$ cat src/rtl/sample_feed_pkg.sv
`default_nettype none

package sample_feed_pkg;

   ////////////////////////////////////////////////////////////////////////////
   // Data path widths and depths
   ////////////////////////////////////////////////////////////////////////////

   localparam int word_width   = 16;
   localparam int sample_width = 3;

   // One word plus the two residue bits a word can leave behind
   localparam int buffer_width = word_width + 2;

   localparam int fifo_depth   = 16;

   // Refill once fewer than two whole samples are held
   localparam int refill_bits  = 2 * sample_width;

   ////////////////////////////////////////////////////////////////////////////
   // Vector types
   ////////////////////////////////////////////////////////////////////////////

   typedef logic [word_width-1:0]   word_t;
   typedef logic [sample_width-1:0] sample_t;
   typedef logic [buffer_width-1:0] buffer_t;

   // Fill level runs 0..fifo_depth, one bit wider than a pointer
   typedef logic [$clog2(fifo_depth+1)-1:0]   level_t;

   // Bits held in the sample buffer, 0..buffer_width
   typedef logic [$clog2(buffer_width+1)-1:0] bits_t;

   // Feed controller states
   typedef enum logic [1:0] {
      feed_idle,
      feed_fill,
      feed_stream,
      feed_starve
   } feed_state_t;

endpackage

`default_nettype wire

$ cat src/rtl/word_fifo.sv
`default_nettype none

module word_fifo (
   input  logic                    clk_sample,
   input  logic                    rst,
   input  logic                    wr,
   input  sample_feed_pkg::word_t  wr_data,
   input  logic                    rd,
   output sample_feed_pkg::word_t  head,
   output logic                    empty,
   output logic                    full,
   output sample_feed_pkg::level_t level
);

   // Storage, no reset needed on the data itself
   sample_feed_pkg::word_t mem [sample_feed_pkg::fifo_depth];

   // Depth is a power of two so the pointers wrap on their own
   logic [$clog2(sample_feed_pkg::fifo_depth)-1:0] wr_ptr;
   logic [$clog2(sample_feed_pkg::fifo_depth)-1:0] rd_ptr;

   logic wr_ok;
   logic rd_ok;

   // A write into a full FIFO is dropped
   assign wr_ok = wr && !full;
   assign rd_ok = rd && !empty;

   always_ff @(posedge clk_sample) begin
      if (wr_ok) begin
         mem[wr_ptr] <= wr_data;
      end
   end

   always_ff @(posedge clk_sample) begin
      if (rst) begin
         wr_ptr <= '0;
         rd_ptr <= '0;
         level  <= '0;
      end else begin
         if (wr_ok) begin
            wr_ptr <= wr_ptr + 1'b1;
         end
         if (rd_ok) begin
            rd_ptr <= rd_ptr + 1'b1;
         end
         // Level moves only when exactly one side is active
         case ({wr_ok, rd_ok})
            2'b10:   level <= level + 1'b1;
            2'b01:   level <= level - 1'b1;
            default: level <= level;
         endcase
      end
   end

   // First word fall through, head is valid whenever empty is low
   assign head  = mem[rd_ptr];
   assign empty = (level == '0);
   assign full  = (level == sample_feed_pkg::level_t'(sample_feed_pkg::fifo_depth));

   // The source must watch the full level
   a_no_write_when_full: assert property (
      @(posedge clk_sample) disable iff (rst)
      wr |-> !full
   ) else $error("word_fifo: write while full");

   // The feed controller must only pop a word it can see
   a_no_read_when_empty: assert property (
      @(posedge clk_sample) disable iff (rst)
      rd |-> !empty
   ) else $error("word_fifo: read while empty");

endmodule

`default_nettype wire

$ cat src/rtl/bit_residue_counter.sv
`default_nettype none

module bit_residue_counter (
   input  logic                   clk_sample,
   input  logic                   rst,
   input  logic                   take,
   input  logic                   shift,
   output sample_feed_pkg::bits_t bits_held,
   output logic                   refill_due,
   output logic                   sample_ready
);

   sample_feed_pkg::bits_t bits_next;

   // A take adds a whole word, a shift removes one sample,
   // both may happen in the same cycle
   always_comb begin
      bits_next = bits_held;
      if (take) begin
         bits_next = bits_next + sample_feed_pkg::bits_t'(sample_feed_pkg::word_width);
      end
      if (shift) begin
         bits_next = bits_next - sample_feed_pkg::bits_t'(sample_feed_pkg::sample_width);
      end
   end

   always_ff @(posedge clk_sample) begin
      if (rst) begin
         bits_held <= '0;
      end else begin
         bits_held <= bits_next;
      end
   end

   // Fewer than two whole samples left
   assign refill_due   = bits_held < sample_feed_pkg::bits_t'(sample_feed_pkg::refill_bits);
   assign sample_ready = bits_held >= sample_feed_pkg::bits_t'(sample_feed_pkg::sample_width);

   // The controller only loads when the word still fits in the buffer
   a_no_overflow: assert property (
      @(posedge clk_sample) disable iff (rst)
      bits_held <= sample_feed_pkg::buffer_width
   ) else $error("bit_residue_counter: buffer overflow, %0d bits", bits_held);

   // A shift never takes more bits than are held
   a_no_underflow: assert property (
      @(posedge clk_sample) disable iff (rst)
      shift |-> bits_held >= sample_feed_pkg::sample_width
   ) else $error("bit_residue_counter: shift with only %0d bits", bits_held);

endmodule

`default_nettype wire

$ cat src/rtl/feed_control.sv
`default_nettype none

module feed_control (
   input  logic clk_sample,
   input  logic rst,
   input  logic fifo_empty,
   input  logic refill_due,
   input  logic sample_ready,
   output logic word_take,
   output logic bit_shift,
   output logic starve
);

   sample_feed_pkg::feed_state_t state;
   sample_feed_pkg::feed_state_t state_next;

   ////////////////////////////////////////////////////////////////////////////
   // Strobes
   ////////////////////////////////////////////////////////////////////////////

   // Pop and buffer load share one strobe. Idle waits one cycle in
   // feed_fill before the first load, which fixes the start-up latency
   assign word_take = (state != sample_feed_pkg::feed_idle) &&
                      !fifo_empty && refill_due;

   // Samples go out only while streaming, refill may overlap
   assign bit_shift = (state == sample_feed_pkg::feed_stream) && sample_ready;

   ////////////////////////////////////////////////////////////////////////////
   // Feed state machine
   ////////////////////////////////////////////////////////////////////////////

   always_comb begin
      state_next = state;
      case (state)
         sample_feed_pkg::feed_idle: begin
            if (!fifo_empty) begin
               state_next = sample_feed_pkg::feed_fill;
            end
         end

         sample_feed_pkg::feed_fill: begin
            // First word lands in the empty buffer
            if (word_take) begin
               state_next = sample_feed_pkg::feed_stream;
            end
         end

         sample_feed_pkg::feed_stream: begin
            // Out of whole samples and nothing to refill with
            if (!sample_ready && fifo_empty) begin
               state_next = sample_feed_pkg::feed_starve;
            end
         end

         sample_feed_pkg::feed_starve: begin
            // Residue bits are kept, the next word joins them
            if (word_take) begin
               state_next = sample_feed_pkg::feed_stream;
            end
         end

         default: begin
            state_next = sample_feed_pkg::feed_idle;
         end
      endcase
   end

   always_ff @(posedge clk_sample) begin
      if (rst) begin
         state <= sample_feed_pkg::feed_idle;
      end else begin
         state <= state_next;
      end
   end

   // One pulse on each entry into starvation
   always_ff @(posedge clk_sample) begin
      if (rst) begin
         starve <= 1'b0;
      end else begin
         starve <= (state == sample_feed_pkg::feed_stream) &&
                   (state_next == sample_feed_pkg::feed_starve);
      end
   end

   // The residue stays below one sample until the next word is loaded
   a_starve_short: assert property (
      @(posedge clk_sample) disable iff (rst)
      (state == sample_feed_pkg::feed_starve) |-> !sample_ready
   ) else $error("feed_control: starving with a whole sample held");

endmodule

`default_nettype wire

$ cat src/rtl/sample_unpacker.sv
`default_nettype none

module sample_unpacker (
   input  logic                     clk_sample,
   input  logic                     rst,
   input  logic                     take,
   input  logic                     shift,
   input  sample_feed_pkg::word_t   word,
   input  sample_feed_pkg::bits_t   bits_held,
   output logic                     sample_valid,
   output sample_feed_pkg::sample_t sample_out
);

   sample_feed_pkg::buffer_t buffer;
   sample_feed_pkg::buffer_t shifted;
   sample_feed_pkg::buffer_t keep_mask;
   sample_feed_pkg::buffer_t kept;
   sample_feed_pkg::buffer_t placed;

   // Residue bits left once this cycle's sample is gone
   sample_feed_pkg::bits_t   base;

   ////////////////////////////////////////////////////////////////////////////
   // Buffer update
   ////////////////////////////////////////////////////////////////////////////

   assign base = shift ? bits_held - sample_feed_pkg::bits_t'(sample_feed_pkg::sample_width)
                       : bits_held;

   assign shifted = shift ? (buffer >> sample_feed_pkg::sample_width) : buffer;

   // Only the live residue survives, stale upper bits are cleared
   assign keep_mask = ~({sample_feed_pkg::buffer_width{1'b1}} << base);
   assign kept      = shifted & keep_mask;

   // New word sits right above the residue, LSB first order kept
   assign placed = sample_feed_pkg::buffer_t'(word) << base;

   always_ff @(posedge clk_sample) begin
      if (take) begin
         buffer <= kept | placed;
      end else if (shift) begin
         buffer <= kept;
      end
   end

   ////////////////////////////////////////////////////////////////////////////
   // Sample output
   ////////////////////////////////////////////////////////////////////////////

   // Lowest three bits are the oldest sample
   always_ff @(posedge clk_sample) begin
      if (shift) begin
         sample_out <= buffer[sample_feed_pkg::sample_width-1:0];
      end
   end

   always_ff @(posedge clk_sample) begin
      if (rst) begin
         sample_valid <= 1'b0;
      end else begin
         sample_valid <= shift;
      end
   end

   // The controller's refill threshold keeps every loaded word inside the buffer
   a_word_fits: assert property (
      @(posedge clk_sample) disable iff (rst)
      take |-> (base + sample_feed_pkg::word_width) <= sample_feed_pkg::buffer_width
   ) else $error("sample_unpacker: word placed at bit %0d overflows", base);

endmodule

`default_nettype wire

$ cat src/rtl/sample_feed.sv
`default_nettype none

module sample_feed (
   input  logic                     clk_sample,
   input  logic                     rst,
   input  logic                     word_wr,
   input  sample_feed_pkg::word_t   word_in,
   output logic                     fifo_full,
   output sample_feed_pkg::level_t  fifo_level,
   output logic                     sample_valid,
   output sample_feed_pkg::sample_t sample_out,
   output logic                     starve
);

   // FIFO head and state
   sample_feed_pkg::word_t fifo_head;
   logic                   fifo_empty;

   // Controller strobes
   logic                   word_take;
   logic                   bit_shift;

   // Buffer occupancy
   sample_feed_pkg::bits_t bits_held;
   logic                   refill_due;
   logic                   sample_ready;

   ////////////////////////////////////////////////////////////////////////////
   // Word FIFO
   ////////////////////////////////////////////////////////////////////////////

   word_fifo fifo_i (
      .clk_sample (clk_sample),
      .rst        (rst),
      .wr         (word_wr),
      .wr_data    (word_in),
      .rd         (word_take),
      .head       (fifo_head),
      .empty      (fifo_empty),
      .full       (fifo_full),
      .level      (fifo_level)
   );

   ////////////////////////////////////////////////////////////////////////////
   // Feed control and bit accounting
   ////////////////////////////////////////////////////////////////////////////

   bit_residue_counter counter_i (
      .clk_sample   (clk_sample),
      .rst          (rst),
      .take         (word_take),
      .shift        (bit_shift),
      .bits_held    (bits_held),
      .refill_due   (refill_due),
      .sample_ready (sample_ready)
   );

   feed_control control_i (
      .clk_sample   (clk_sample),
      .rst          (rst),
      .fifo_empty   (fifo_empty),
      .refill_due   (refill_due),
      .sample_ready (sample_ready),
      .word_take    (word_take),
      .bit_shift    (bit_shift),
      .starve       (starve)
   );

   // Sample buffer
   sample_unpacker unpacker_i (
      .clk_sample   (clk_sample),
      .rst          (rst),
      .take         (word_take),
      .shift        (bit_shift),
      .word         (fifo_head),
      .bits_held    (bits_held),
      .sample_valid (sample_valid),
      .sample_out   (sample_out)
   );

endmodule

`default_nettype wire

$ cat config.mk
export PLATFORM = sky130hd
export DESIGN_NAME = sample_feed
export DESIGN_NICKNAME = d
export VERILOG_FILES = /design/src/rtl/sample_feed_pkg.sv /design/src/rtl/word_fifo.sv /design/src/rtl/bit_residue_counter.sv /design/src/rtl/feed_control.sv /design/src/rtl/sample_unpacker.sv /design/src/rtl/sample_feed.sv
export SDC_FILE = /design/constraint.sdc
export NUM_CORES = 1
export LEC_CHECK = 0
export BUFFER_PORTS_ARGS = -buffer_cell sky130_fd_sc_hd__buf_2
export CORE_ASPECT_RATIO = 1.25
export CORE_MARGIN = 2
export CORE_UTILIZATION = 41
export DETAILED_ROUTE_END_ITERATION = 16
export GPL_ROUTABILITY_DRIVEN = 0
export GPL_TIMING_DRIVEN = 0
export PLACE_DENSITY = 0.61
export SLEW_MARGIN = 5
export SYNTH_ARGS = -nofsm -noshare
export SYNTH_HDL_FRONTEND = slang
export SYNTH_SLANG_ARGS = --single-unit
$ cat constraint.sdc
create_clock -name clk_sample -period 5.95 [get_ports clk_sample]
set_clock_uncertainty 0.2 [all_clocks]
set_input_delay 1.785 -clock clk_sample [delete_from_list [all_inputs] [get_ports clk_sample]]
set_output_delay 1.785 -clock clk_sample [all_outputs]
set_load 0.01 [all_outputs]
---- Word level (Yosys, flattened, before mapping) ----
Memory sizes are Yosys's and may differ from the RTL's. A register that Yosys moved wholly into a read port is not among the register bits.
Cells that the tools add are included.
cells by class
  mux-type cells .......................... 15
  shift-type cells ........................ 2
  equal/unequal tests ..................... 7
  reductions and logical operators ........ 16
  bitwise operators ....................... 3
  order comparisons ....................... 2
  add/sub/neg operators ................... 7
operators by type and width
  operator                                                    number
  two-way mux 18 bit                                          3
  bitwise AND 18 bit                                          1
  inverter 18 bit                                             1
  bitwise OR 18 bit                                           1
  << shifter 16 x 5 -> 18 bit                                 1
  << shifter 18 x 5 -> 18 bit, first input constant           1
  two-way mux 5 bit                                           3
  case mux 5 bit (2 select lines)                             1
  subtractor 5 x 2 -> 5 bit, second input constant            2
  adder 4 x 1 -> 4 bit, second input constant                 2
  equality test 2 bit, second input constant                  4
  two-way mux 4 bit                                           2
  logical AND 1 bit                                           7
  two-way mux 2 bit                                           3
  case mux 2 bit (3 select lines)                             1
  nonzero test 2 bit                                          3
  adder 5 x 1 -> 5 bit, second input constant                 1
  adder 5 bit, second input constant                          1
  equality test 5 bit, second input constant                  1
  >= comparator 5 x 2 -> 1 bit, second input constant         1
  zero test 5 bit                                             1
  less-than comparator 5 x 3 -> 1 bit, second input constant  1
  subtractor 5 x 1 -> 5 bit, second input constant            1
  equality test 2 x 1 -> 1 bit, second input constant         2
  other kinds (4)                                             7
storage, ports and cells
  input bits .............................. 19
  word-level logic and storage cells ...... 62
  output and inout bits ................... 11
  memories ................................ 1
  memory bits (writable) .................. 256
  flip-flop bits (word level) ............. 43
memories
  memory      depth  width  rd ports  clocked after Yosys merged registers in  write ports  line             source
  fifo_i.mem  16     16     1         1                                        1            word_fifo.sv:16  sample_feed_pkg::word_t mem [sample_feed_pkg::fifo_depth];

---- Longest topological paths before layout ----
Gate-level depths: netlist (run 1).
  depth after elaboration ................. 8
  depth in mapped cells ................... 14
  gate-level depth less buffers ........... 13

---- Hierarchy ----
From an unflattened synthesis (run 1), not the netlist that was laid out.
second synthesis, totals
  cells, all modules ...................... 732
  area total of the unflattened synthesis .. 13259.0 µm²
modules (own cells, without submodules)
  module               cells each  seq. area each (µm²)  instances  area an instance (µm²)
  word_fifo            482         8027.7                1          10780.3
  sample_unpacker      209         650.6                 1          2100.8
  bit_residue_counter  25          100.1                 1          237.7
  feed_control         16          60.1                  1          140.1

---- Worst setup path before layout (run 1) ----
OpenSTA, ideal clock, no wires.
  path type ............................... input to register
  start ................................... input word_wr
  end ..................................... memory fifo_i.mem[3][0] in the netlist's numbering (enable)
  slack ................................... 1.877 ns
  setup time .............................. 0.409 ns
  data arrival time ....................... 3.464 ns
  buffers on the path ..................... 1
  stages on the path ...................... 4
  data required time ...................... 5.341 ns
  cells stage by stage .................... and2_1 > clkbuf_1 > nand2_1 > nor3_1
on the way
  word-level cells in the longest chain between the ends .. 3
ends and longest elaborated chain
  what                                     line              source
  start, declared                          sample_feed.sv:6  input logic word_wr,
  logical AND 1 bit                        word_fifo.sv:26   assign wr_ok = wr && !full;
  two-way mux 1 bit                        word_fifo.sv:30   if (wr_ok) begin
  two-way mux 1 bit (not written as such)  word_fifo.sv:31   mem[wr_ptr] <= wr_data;
  end, declared                            word_fifo.sv:16
Every way passes these cells.

==> flow_summary.yaml, run 1 <==
cts:
  cts_resized: 0
  cts-root-buf: "clkbuf_16"
  ctsHoldBuffers: 0
  clockBufferDepth: 3
  tritoncts: "built"
  htreeDepth: 1
  numCtsBuffers: 30
  clk_pin_slew_ps: 60
  clk_latency_ps: 560
  clkSinkCount: 303
  post_cts_buffers: 0
synthesis:
  synth_fp_nets: 831
  syn_avg_cell_area_um2: 16.24
  syn_area_mm2: 0.01301
  netlist_instances: 801
  synth_cell_types: 68
  ys_seq_area_share_pct: 67.93
  synthArstFlopShare_pct: 0
  synth_enable_flop_cells: 277
  ys.flop_type: "edfxtp_1"
  synth-seq-cells: 303
  yosys_warnings: 0
sta:
  setup_viol: 0
  tightest_slew_ps: 920.3
  hold_viol: 0
  finalCriticalPeriod_ps: 4083
  slew_viol_final: 0
  fin_crit_sh_pct: 68.63
  max_freq_mhz: 244.9
  slew_headroom_pct: 38.20
  grt_setup_unrepaired: "no"
  tns_ps: 0
pwr:
  p_int_mw: 3.923
  seq_power_share_pct: 45.9
  p_sw_mw: 1.482
  power-per-cell-area_mw_per_mm2: 360.0
  swShare_pct: 27.41
  peakVddDrop_mv: 0.2463
  total_leakage_power_nw: 4.988
  p_clk_share_pct: 33.8
  finalPower_mw: 5.404
  combPwrFrac_pct: 20.3
floorplan:
  start_util_pct: 41.86
  io_pins: 30
  die_area_mm2: 0.03318
  core_area_mm2: 0.03108
  die_h_um: 203.2
  placementRows: 72
  die_x_um: 163.3
worst_hold_path:
  hold_class: "reg2reg"
routing:
  drt_wl_total_um: 30680
  drt_first_pass_iters: 5
  drt_iter0_drc: 679
  post_drt_via_cell_ratio: 5.697
  drc: 0
  antenna_left: 0
  wl_per_cell_um: 23.38
  via_count: 7474
setup_path:
  worstPathRequired_ps: 6040
  crit_fanout: 10
  cp_slowest_cell: "a22oi_1"
  cpMostUsedCell: "clkbuf_1"
  worstSetupPathType: "reg2reg"
  crit_arrival_ps: 4180
  critPathBufInv: 2
  cp_cell_sequence: "clkbuf_1, clkbuf_1, nor2b_1, a22oi_1, nand2_1, mux2_2, mux2i_1, o22ai_1, or3_1"
  critPathMaxStageDelay_ps: 670
  cp-start-kind: "flip-flop"
  path_delay_family: "simple AND/OR/NAND/NOR gates"
  end_kind: "flip-flop"
grt:
  grt_pass1_vias: 7355
  antenna_found_initial: 2
  grt-ovfl-total: 0
  grt_usage_pct: 18.67
  grt_pass1_wl_um: 45950
  grt_max_degree: 19
cells_and_area:
  nFillCells: 2636
  layout-drive-gt1-share_pct: 21.55
  area_growth_pct: 15.37
  n_antenna_cell: 0
  nets: 912
outcome:
  status: "finished clean"
placement:
  port_buffers: 29
  hpwl_um: 21180
run:
  maxCapViolCount: 0
worst register-to-register path, cell delays in order, from the launching register on:
cell and delay [ps]:
dfxtp_1 310, clkbuf_1 310, clkbuf_1 580, nor2b_1 370
a22oi_1 670, nand2_1 210, mux2_2 340, mux2i_1 360
o22ai_1 120, or3_1 350
metal layers:
metal  share of wire (%)  track usage [%]  up-vias
met3                 4.8            2.990       56
met5               0.088                0        -
met4                 2.8            5.910        4
met1                  42            24.90     3819
li1                    -                -     3378
met2                  50            31.45      217
power groups by stage:
stage	combinational, mW	sequential (mW)	clock (mW)
global route	1.18	2.49	1.95
floorplan	0.771	2.52	0
finish	1.09	2.48	1.83
detailed placement	1.09	2.53	0
global placement	1.07	2.53	0
CTS	1.09	2.48	1.86
cell usage in the layout, fill, tap and decap left out, types with 4 or more instances in the layout:
cell type / n
edfxtp_1: 277
nor2_1: 64
mux4_2: 51
buf_2: 44
nand2_1: 43
clkbuf_16: 31
clkbuf_1: 30
a22oi_1: 26
dfxtp_1: 26
mux2i_1: 25
a21oi_1: 21
inv_1: 15
o21ai_0: 13
nor2_2: 13
mux4_1: 12
mux2_2: 11
nand2b_1: 10
nor3_1: 10
ha_1: 10
and2_1: 8
xor2_1: 8
buf_16: 7
a21o_1: 6
buf_6: 6
a211oi_1: 6
o22ai_1: 6
o221ai_1: 6
o32ai_1: 6
nor4_1: 5
nor2b_1: 5
o31ai_1: 5
xnor2_1: 5
nor3_2: 5
clkinv_2: 5
buf_8: 5
or3_1: 4
buf_1: 4
nand3_1: 4
clkinv_1: 4
buf_4: 4
layout make-up:
cell class / instances / area, um^2 / share of cell area [%]
well taps: 407 / 509.2 / 3.393
flip-flops and latches: 303 / 8838 / 58.88
clock buffers: 38 / 802.0 / 5.343
inverters: 16 / 60.06 / 0.4001
clock inverters: 17 / 150.1 / 1.000
repair buffers: 49 / 488.0 / 3.251
multi-input cells: 437 / 3944 / 26.27
plain buffers: 45 / 219.0 / 1.459
cells by family (layout without fill, tap and decap cells):
group	after synthesis	count (layout)	share of synthesized area, %
buffers and inverters	61	165	2.144
AOI/OAI and AO/OA	129	129	7.203
adders and majority gates	11	11	1.115
xor gates and xnor gates	13	13	0.8751
DFF	303	303	67.93
muxes	99	99	14.13
and+or+nand+nor	185	185	6.606
cells in the mapped netlist (all sizes together), types with 3 or more instances:
| master | number | area [um^2] |
|---|---|---|
| a21oi | 21 | 105.1 |
| inv | 16 | 60.05 |
| a31oi | 3 | 18.77 |
| mux2i | 25 | 250.2 |
| nor2 | 77 | 291.5 |
| nand4 | 3 | 18.77 |
| nor4 | 5 | 31.28 |
| xnor2 | 5 | 43.79 |
| o22ai | 6 | 37.54 |
| mux2 | 11 | 123.9 |
| clkbuf | 23 | 86.33 |
| dfxtp | 26 | 520.5 |
| nand2b | 10 | 62.56 |
| o2111ai | 3 | 26.28 |
| a22oi | 26 | 195.2 |
| nand2 | 43 | 161.4 |
| edfxtp | 277 | 8318 |
| xor2 | 8 | 70.07 |
| mux4 | 63 | 1464 |
| o21ai | 14 | 70.06 |
| buf | 22 | 132.6 |
| nor2b | 5 | 31.28 |
| ha | 10 | 125.1 |
| o221ai | 6 | 52.55 |
| nand3 | 4 | 20.02 |
| and2 | 8 | 50.05 |
| o32ai | 6 | 52.55 |
| o31ai | 5 | 37.54 |
| nor3b | 3 | 22.52 |
| a211oi | 7 | 57.55 |
| or3 | 5 | 36.28 |
| a21o | 6 | 45.04 |
| nor3 | 15 | 80.08 |
state kept, by name, summed over array words and instances, names as in the netlist, named ones only:
name                     count
fifo_i.mem                 256
unpacker_i.buffer           18
counter_i.bits_held          5
fifo_i.level                 5
fifo_i.rd_ptr                4
fifo_i.wr_ptr                4
unpacker_i.sample_out        3
control_i.state              2
control_i.starve             1
unpacker_i.sample_valid      1
final timing paths:
| check | to | from | slack, ps | cells after the start |
|---|---|---|---|---|
| setup / recovery | unpacker_i.buffer[11]$_DFFE_PP_ | flip-flop | 1870 | 9 |
| hold / removal | unpacker_i.sample_out[0]$_DFFE_PP_ | unpacker_i.buffer[0]$_DFFE_PP_ | 260 | 0 |
| setup reg to reg | unpacker_i.buffer[11]$_DFFE_PP_ | flip-flop | 1870 | 9 |
| hold reg to reg | unpacker_i.sample_out[0]$_DFFE_PP_ | unpacker_i.buffer[0]$_DFFE_PP_ | 260 | 0 |
per-stage QoR:
step                      area, um^2  instances  setup slack [ps]  util (%)  hold slack, ps
after floorplan                13010        801              1877         -           226.1
after global placement         13670       1237             164.1     43.97           244.0
after detailed placement       14060       1257              1793     45.23           248.7
after CTS                      15010       1312              1929     48.30           263.8
after global routing           15010       1312              1769     48.30           275.6
final                          15010       1312              1867     48.30           262.0
(Power assumes the default switching activity.)
==> run 2: changes to the inputs <==
==> constraint.sdc (replaced) <==
create_clock -name clk_sample -period 4.1 [get_ports clk_sample]
set_clock_uncertainty 0.2 [all_clocks]
set_input_delay 1.23 -clock clk_sample [delete_from_list [all_inputs] [get_ports clk_sample]]
set_output_delay 1.23 -clock clk_sample [all_outputs]
set_load 0.01 [all_outputs]
==> run 2 against run 1 <==
  * Global-route usage is the same
  * Register-to-register slack got worse by 1800 ps
  * Clock power is 45% higher
  * Die area unchanged
  * Sequential cell count stayed put
  * Critical path type unchanged
  * Largest power group unchanged
==> flow_summary.yaml, run 2 (same netlist as run 1, synthesis figures left out) <==
grt:
  antenna_found_initial: 2
  grt_usage_pct: 18.67
  grt_max_degree: 19
  grt_pass1_wl_um: 45950
  grt_pass1_vias: 7355
  grt-ovfl-total: 0
setup_path:
  r2r_cells: 9
  end_kind: "flip-flop"
  crit_fanout: 10
  reg2reg_slack_ps: 110
  worstPathRequired_ps: 4190
  r2r-end: "unpacker_i.buffer[11]$_DFFE_PP_"
  crit_arrival_ps: 4090
  worstSetupPathType: "reg2reg"
  cp-start-kind: "flip-flop"
cts:
  ctsHoldBuffers: 0
  clockBufferDepth: 3
  post_cts_buffers: 0
  clk_latency_ps: 560
  cts-root-buf: "clkbuf_16"
  tritoncts: "built"
  numCtsBuffers: 30
  clkSinkCount: 303
  htreeDepth: 1
  clk_pin_slew_ps: 60
  cts_resized: 0
cells_and_area:
  nets: 912
  largest_reg_flops: 256
  layout_common_cells: "edfxtp_1 (277), nor2_1 (64), mux4_2 (51), buf_2 (44), nand2_1 (43)"
  area_growth_pct: 15.38
  reg_top3: "fifo_i.mem: 256 flops, unpacker_i.buffer: 18 flops"
  layout-drive-gt1-share_pct: 21.66
  final_common_cell: "edfxtp_1"
  n_antenna_cell: 0
  top_register: "fifo_i.mem"
  design_area_mm2: 0.01501
  final_cells: 1312
floorplan:
  die_h_um: 203.2
  die_area_mm2: 0.03318
  die_x_um: 163.3
  placementRows: 72
  start_util_pct: 41.86
  io_pins: 30
  core_area_mm2: 0.03108
sta:
  fin_crit_sh_pct: 97.38
  hold_viol: 0
  tightest_slew_ps: 920.3
  slew_headroom_pct: 38.20
  max_freq_mhz: 250.5
  setup_viol: 0
  fin_hold_ws_ps: 262.0
  slew_viol_final: 0
  finalCriticalPeriod_ps: 3993
  grt_setup_unrepaired: "no"
pwr:
  seq_power_share_pct: 45.9
  total_leakage_power_nw: 4.992
  p_int_mw: 5.693
  power-per-cell-area_mw_per_mm2: 522.4
  swShare_pct: 27.40
  finalPower_mw: 7.842
  p_sw_mw: 2.149
  combPwrFrac_pct: 20.3
  peakVddDrop_mv: 0.3574
  p_clk_share_pct: 33.8
placement:
  dp_cells: 1257
  port_buffers: 29
  hpwl_um: 21180
  place_area_mm2: 0.01406
routing:
  post_drt_via_cell_ratio: 5.703
  wl_per_cell_um: 23.36
  drt_wl_total_um: 30640
  via_count: 7482
  drt_first_pass_iters: 5
  drc: 0
  drt_iter0_drc: 678
  antenna_left: 0
worst_hold_path:
  min_from: "unpacker_i.buffer[0]$_DFFE_PP_"
  hold_class: "reg2reg"
  worstHoldEndpoint: "unpacker_i.sample_out[0]$_DFFE_PP_"
  holdPathStages: 0
run:
  maxCapViolCount: 0
outcome:
  status: "finished clean"
## run 2: cell counts in the layout (fill, tap and decap cells not counted)
Identical to the previous run, type by type.
## run 2: metrics by stage
step / utilization (%) / setup TNS (ps) / setup slack [ps]
floorplan: - / 0 / 581.6
finish: 48.30 / 0 / 107.3
global placement: 43.97 / -95790 / -1131
detailed placement: 45.23 / 0 / 103.7
CTS: 48.30 / 0 / 79.14
global route: 48.30 / 0 / 26.39
## run 2: power by group through the flow
stage                     clock (mW)  sequential, mW  combinational [mW]
after global placement             0            3.67                1.55
after detailed placement           0            3.67                1.58
final                           2.65            3.60                1.59
after global routing            2.83            3.62                1.71
after floorplan                    0            3.65                1.12
after CTS                       2.70            3.60                1.58
## run 2: cell type report
class	instances	area (um^2)
multi-input cells	437	3944
fillers	2636	16070
inverters	16	60.06
repair buffers	49	488.0
plain buffers	45	220.2
well taps	407	509.2
clock inverters	17	150.1
flip-flops and latches	303	8838
clock buffers	38	802.0
## run 2: how the worst max path moves through the flow
stage,endpoint,cells after the start
floorplan,fifo_i.mem[3][0]$_DFFE_PP_,4
global placement,fifo_i.mem[1][11]$_DFFE_PP_,5
detailed placement,unpacker_i.buffer[11]$_DFFE_PP_,9
CTS,unpacker_i.buffer[11]$_DFFE_PP_,9
global route,unpacker_i.buffer[11]$_DFFE_PP_,9
finish,unpacker_i.buffer[11]$_DFFE_PP_,9
## run 2: layer usage
layer,global-route usage [%],vias up,wire length [um]
li1,-,3379,-
met1,24.90,3823,12880
met2,31.45,220,15400
met3,2.990,56,1482
met4,5.910,4,856
met5,0,-,27
## run 2: worst max-delay path: stages (launching register included)
cell	delay, ps
dfxtp_1	410
buf_2	390
buf_2	370
mux4_2	360
a22oi_1	610
nand2_1	210
mux2_2	340
mux2i_1	360
o22ai_1	120
or3_1	350
==> run 3: changes to the inputs <==
--- a/config.mk
+++ b/config.mk
@@ -12,7 +12,7 @@
 export DETAILED_ROUTE_END_ITERATION = 16
 export GPL_ROUTABILITY_DRIVEN = 0
 export GPL_TIMING_DRIVEN = 0
-export PLACE_DENSITY = 0.61
+export PLACE_DENSITY = 0.63
 export SLEW_MARGIN = 5
 export SYNTH_ARGS = -nofsm -noshare
 export SYNTH_HDL_FRONTEND = slang
==> constraint.sdc (replaced) <==
create_clock -name clk_sample -period 3.55 [get_ports clk_sample]
set_clock_uncertainty 0.2 [all_clocks]
set_input_delay 1.065 -clock clk_sample [delete_from_list [all_inputs] [get_ports clk_sample]]
set_output_delay 1.065 -clock clk_sample [all_outputs]
set_load 0.01 [all_outputs]
==> run 3 against run 2 <==
  * Sequential cell count stayed put
  * Sequential power up 16%
  * Final area about the same
  * Power is 15% higher
  * Largest power group unchanged
  * Largest cell class unchanged
  * Die area did not move
  * Routed wire length grew 0.89%
  * Setup slack improved by 34 ps
  * Register-to-register slack better by 30 ps
  * Sequential share of layout area about the same
  * Core utilization about the same
  * Non-clock buffer count unchanged
==> flow_summary.yaml, run 3 (same netlist as run 1, synthesis figures left out) <==
run:
  maxCapViolCount: 0
placement:
  preCtsSetupSlack_ps: -411.0
  dp_cells: 1257
  hpwl_um: 20680
  port_buffers: 29
grt:
  antenna_found_initial: 0
  grt-ovfl-total: 0
  grt_pass1_vias: 7701
  grt_pass1_wl_um: 47160
  grt_max_degree: 19
  grt_usage_pct: 18.98
cts:
  clk_pin_slew_ps: 60
  tritoncts: "built"
  htreeDepth: 1
  numCtsBuffers: 30
  clk_latency_ps: 560
  clockBufferDepth: 3
  post_cts_buffers: 0
  clkSinkCount: 303
  cts-root-buf: "clkbuf_16"
pwr:
  power-per-cell-area_mw_per_mm2: 599.9
  total_leakage_power_nw: 4.971
  finalPower_mw: 9.013
  peakVddDrop_mv: 0.3816
cells_and_area:
  top_register: "fifo_i.mem"
  nFillCells: 2603
  utilization_pct: 48.34
  final_cells: 1311
  multi_input_area_mm2: 0.003975
  largest_reg_flops: 256
  seqCellArea_mm2: 0.008838
  final_common_cell: "edfxtp_1"
  nets: 912
  reg_top3: "fifo_i.mem: 256 flops, unpacker_i.buffer: 18 flops"
  layout-drive-gt1-share_pct: 22.81
  area_growth_pct: 15.47
  layout_common_cells: "edfxtp_1 (277), nor2_1 (62), mux4_2 (51), nand2_1 (41), buf_2 (37)"
floorplan:
  die_h_um: 203.2
  start_util_pct: 41.86
  placementRows: 72
  die_area_mm2: 0.03318
  die_x_um: 163.3
  core_area_mm2: 0.03108
  io_pins: 30
routing:
  drc: 0
  wl_per_cell_um: 23.58
  post_drt_via_cell_ratio: 5.753
  via_count: 7542
  drt_wl_total_um: 30920
  drt_first_pass_iters: 5
  drt_iter0_drc: 639
  antenna_left: 0
sta:
  setup_viol: 0
  fin_ws_ps: 140.8
  fin_crit_sh_pct: 96.03
  slew_headroom_pct: 42.11
  finalCriticalPeriod_ps: 3409
  grt_setup_unrepaired: "yes"
  tightest_slew_ps: 862.1
  slew_viol_final: 0
  hold_viol: 0
  max_freq_mhz: 293.3
setup_path:
  r2r_cells: 9
  path_delay_family: "multiplexers"
  worstSetupPathType: "reg2reg"
  crit_arrival_ps: 3510
  end_kind: "flip-flop"
  crit_fanout: 10
  crit_cells: 9
  critPathMaxStageDelay_ps: 390
  cp-endpoint: "unpacker_i.buffer[11]$_DFFE_PP_"
  worstPathRequired_ps: 3650
  critPathBufInv: 2
  cp-start-kind: "flip-flop"
  cp_slowest_cell: "dfxtp_1"
  reg2reg_slack_ps: 140
  r2r-end: "unpacker_i.buffer[11]$_DFFE_PP_"
  cp_cell_sequence: "clkbuf_4, buf_4, mux4_2, a22oi_1, o31ai_1, mux2_2, mux2i_1, o22ai_1, or3_1"
outcome:
  status: "finished clean"
worst_hold_path:
  hold_class: "reg2reg"
## run 3: area by class of cell
| cell class | count | share of cell area [%] |
|---|---|---|
| tap | 407 | 3.389 |
| clock buffer | 37 | 5.172 |
| timing repair buffer | 49 | 3.056 |
| sequential | 303 | 58.83 |
| antenna | 1 | 0.01666 |
| multi-input combinational | 437 | 26.46 |
| inverter | 16 | 0.4164 |
| clock inverter | 16 | 0.9827 |
| buffer | 45 | 1.682 |
## run 3: worst min-delay path by stage
stage	from	endpoint	slack, ps	cells after the start
2_1_floorplan	unpacker_i.buffer[0]$_DFFE_PP_	unpacker_i.sample_out[0]$_DFFE_PP_	230	0
3_3_place_gp	unpacker_i.buffer[0]$_DFFE_PP_	unpacker_i.sample_out[0]$_DFFE_PP_	240	0
3_5_place_dp	unpacker_i.buffer[0]$_DFFE_PP_	unpacker_i.sample_out[0]$_DFFE_PP_	250	0
4_1_cts	unpacker_i.buffer[1]$_DFFE_PP_	unpacker_i.sample_out[1]$_DFFE_PP_	270	0
5_1_grt	unpacker_i.buffer[2]$_DFFE_PP_	unpacker_i.sample_out[2]$_DFFE_PP_	280	0
6_report	unpacker_i.buffer[2]$_DFFE_PP_	unpacker_i.sample_out[2]$_DFFE_PP_	260	0
## run 3: report_power, final
part           switching, mW  internal, mW
Sequential            0.0844          4.08
Clock                   1.31          1.70
Combinational           1.08         0.769
## run 3: what timing repair did
item,CTS,global route
pin swaps,0,1
setup endpoints to repair,30,28
resized for setup,10,17
hold buffers,0,0
## run 3: layer usage
layer  global-route usage [%]  wire length (um)
met1                    24.77             12940
met2                    32.35             15330
met4                    6.858               937
met3                    2.725              1712
met5                        0                 0
## run 3: metrics by stage
stage          setup TNS [ps]  hold WS, ps  instance area [um^2]
2_1_floorplan               0        226.1                 13010
3_3_place_gp          -186240        244.7                 13670
3_5_place_dp            -1386        252.5                 14030
4_1_cts                     0        269.0                 14980
5_1_grt                -17.53        281.3                 15020
6_report                    0        262.0                 15020
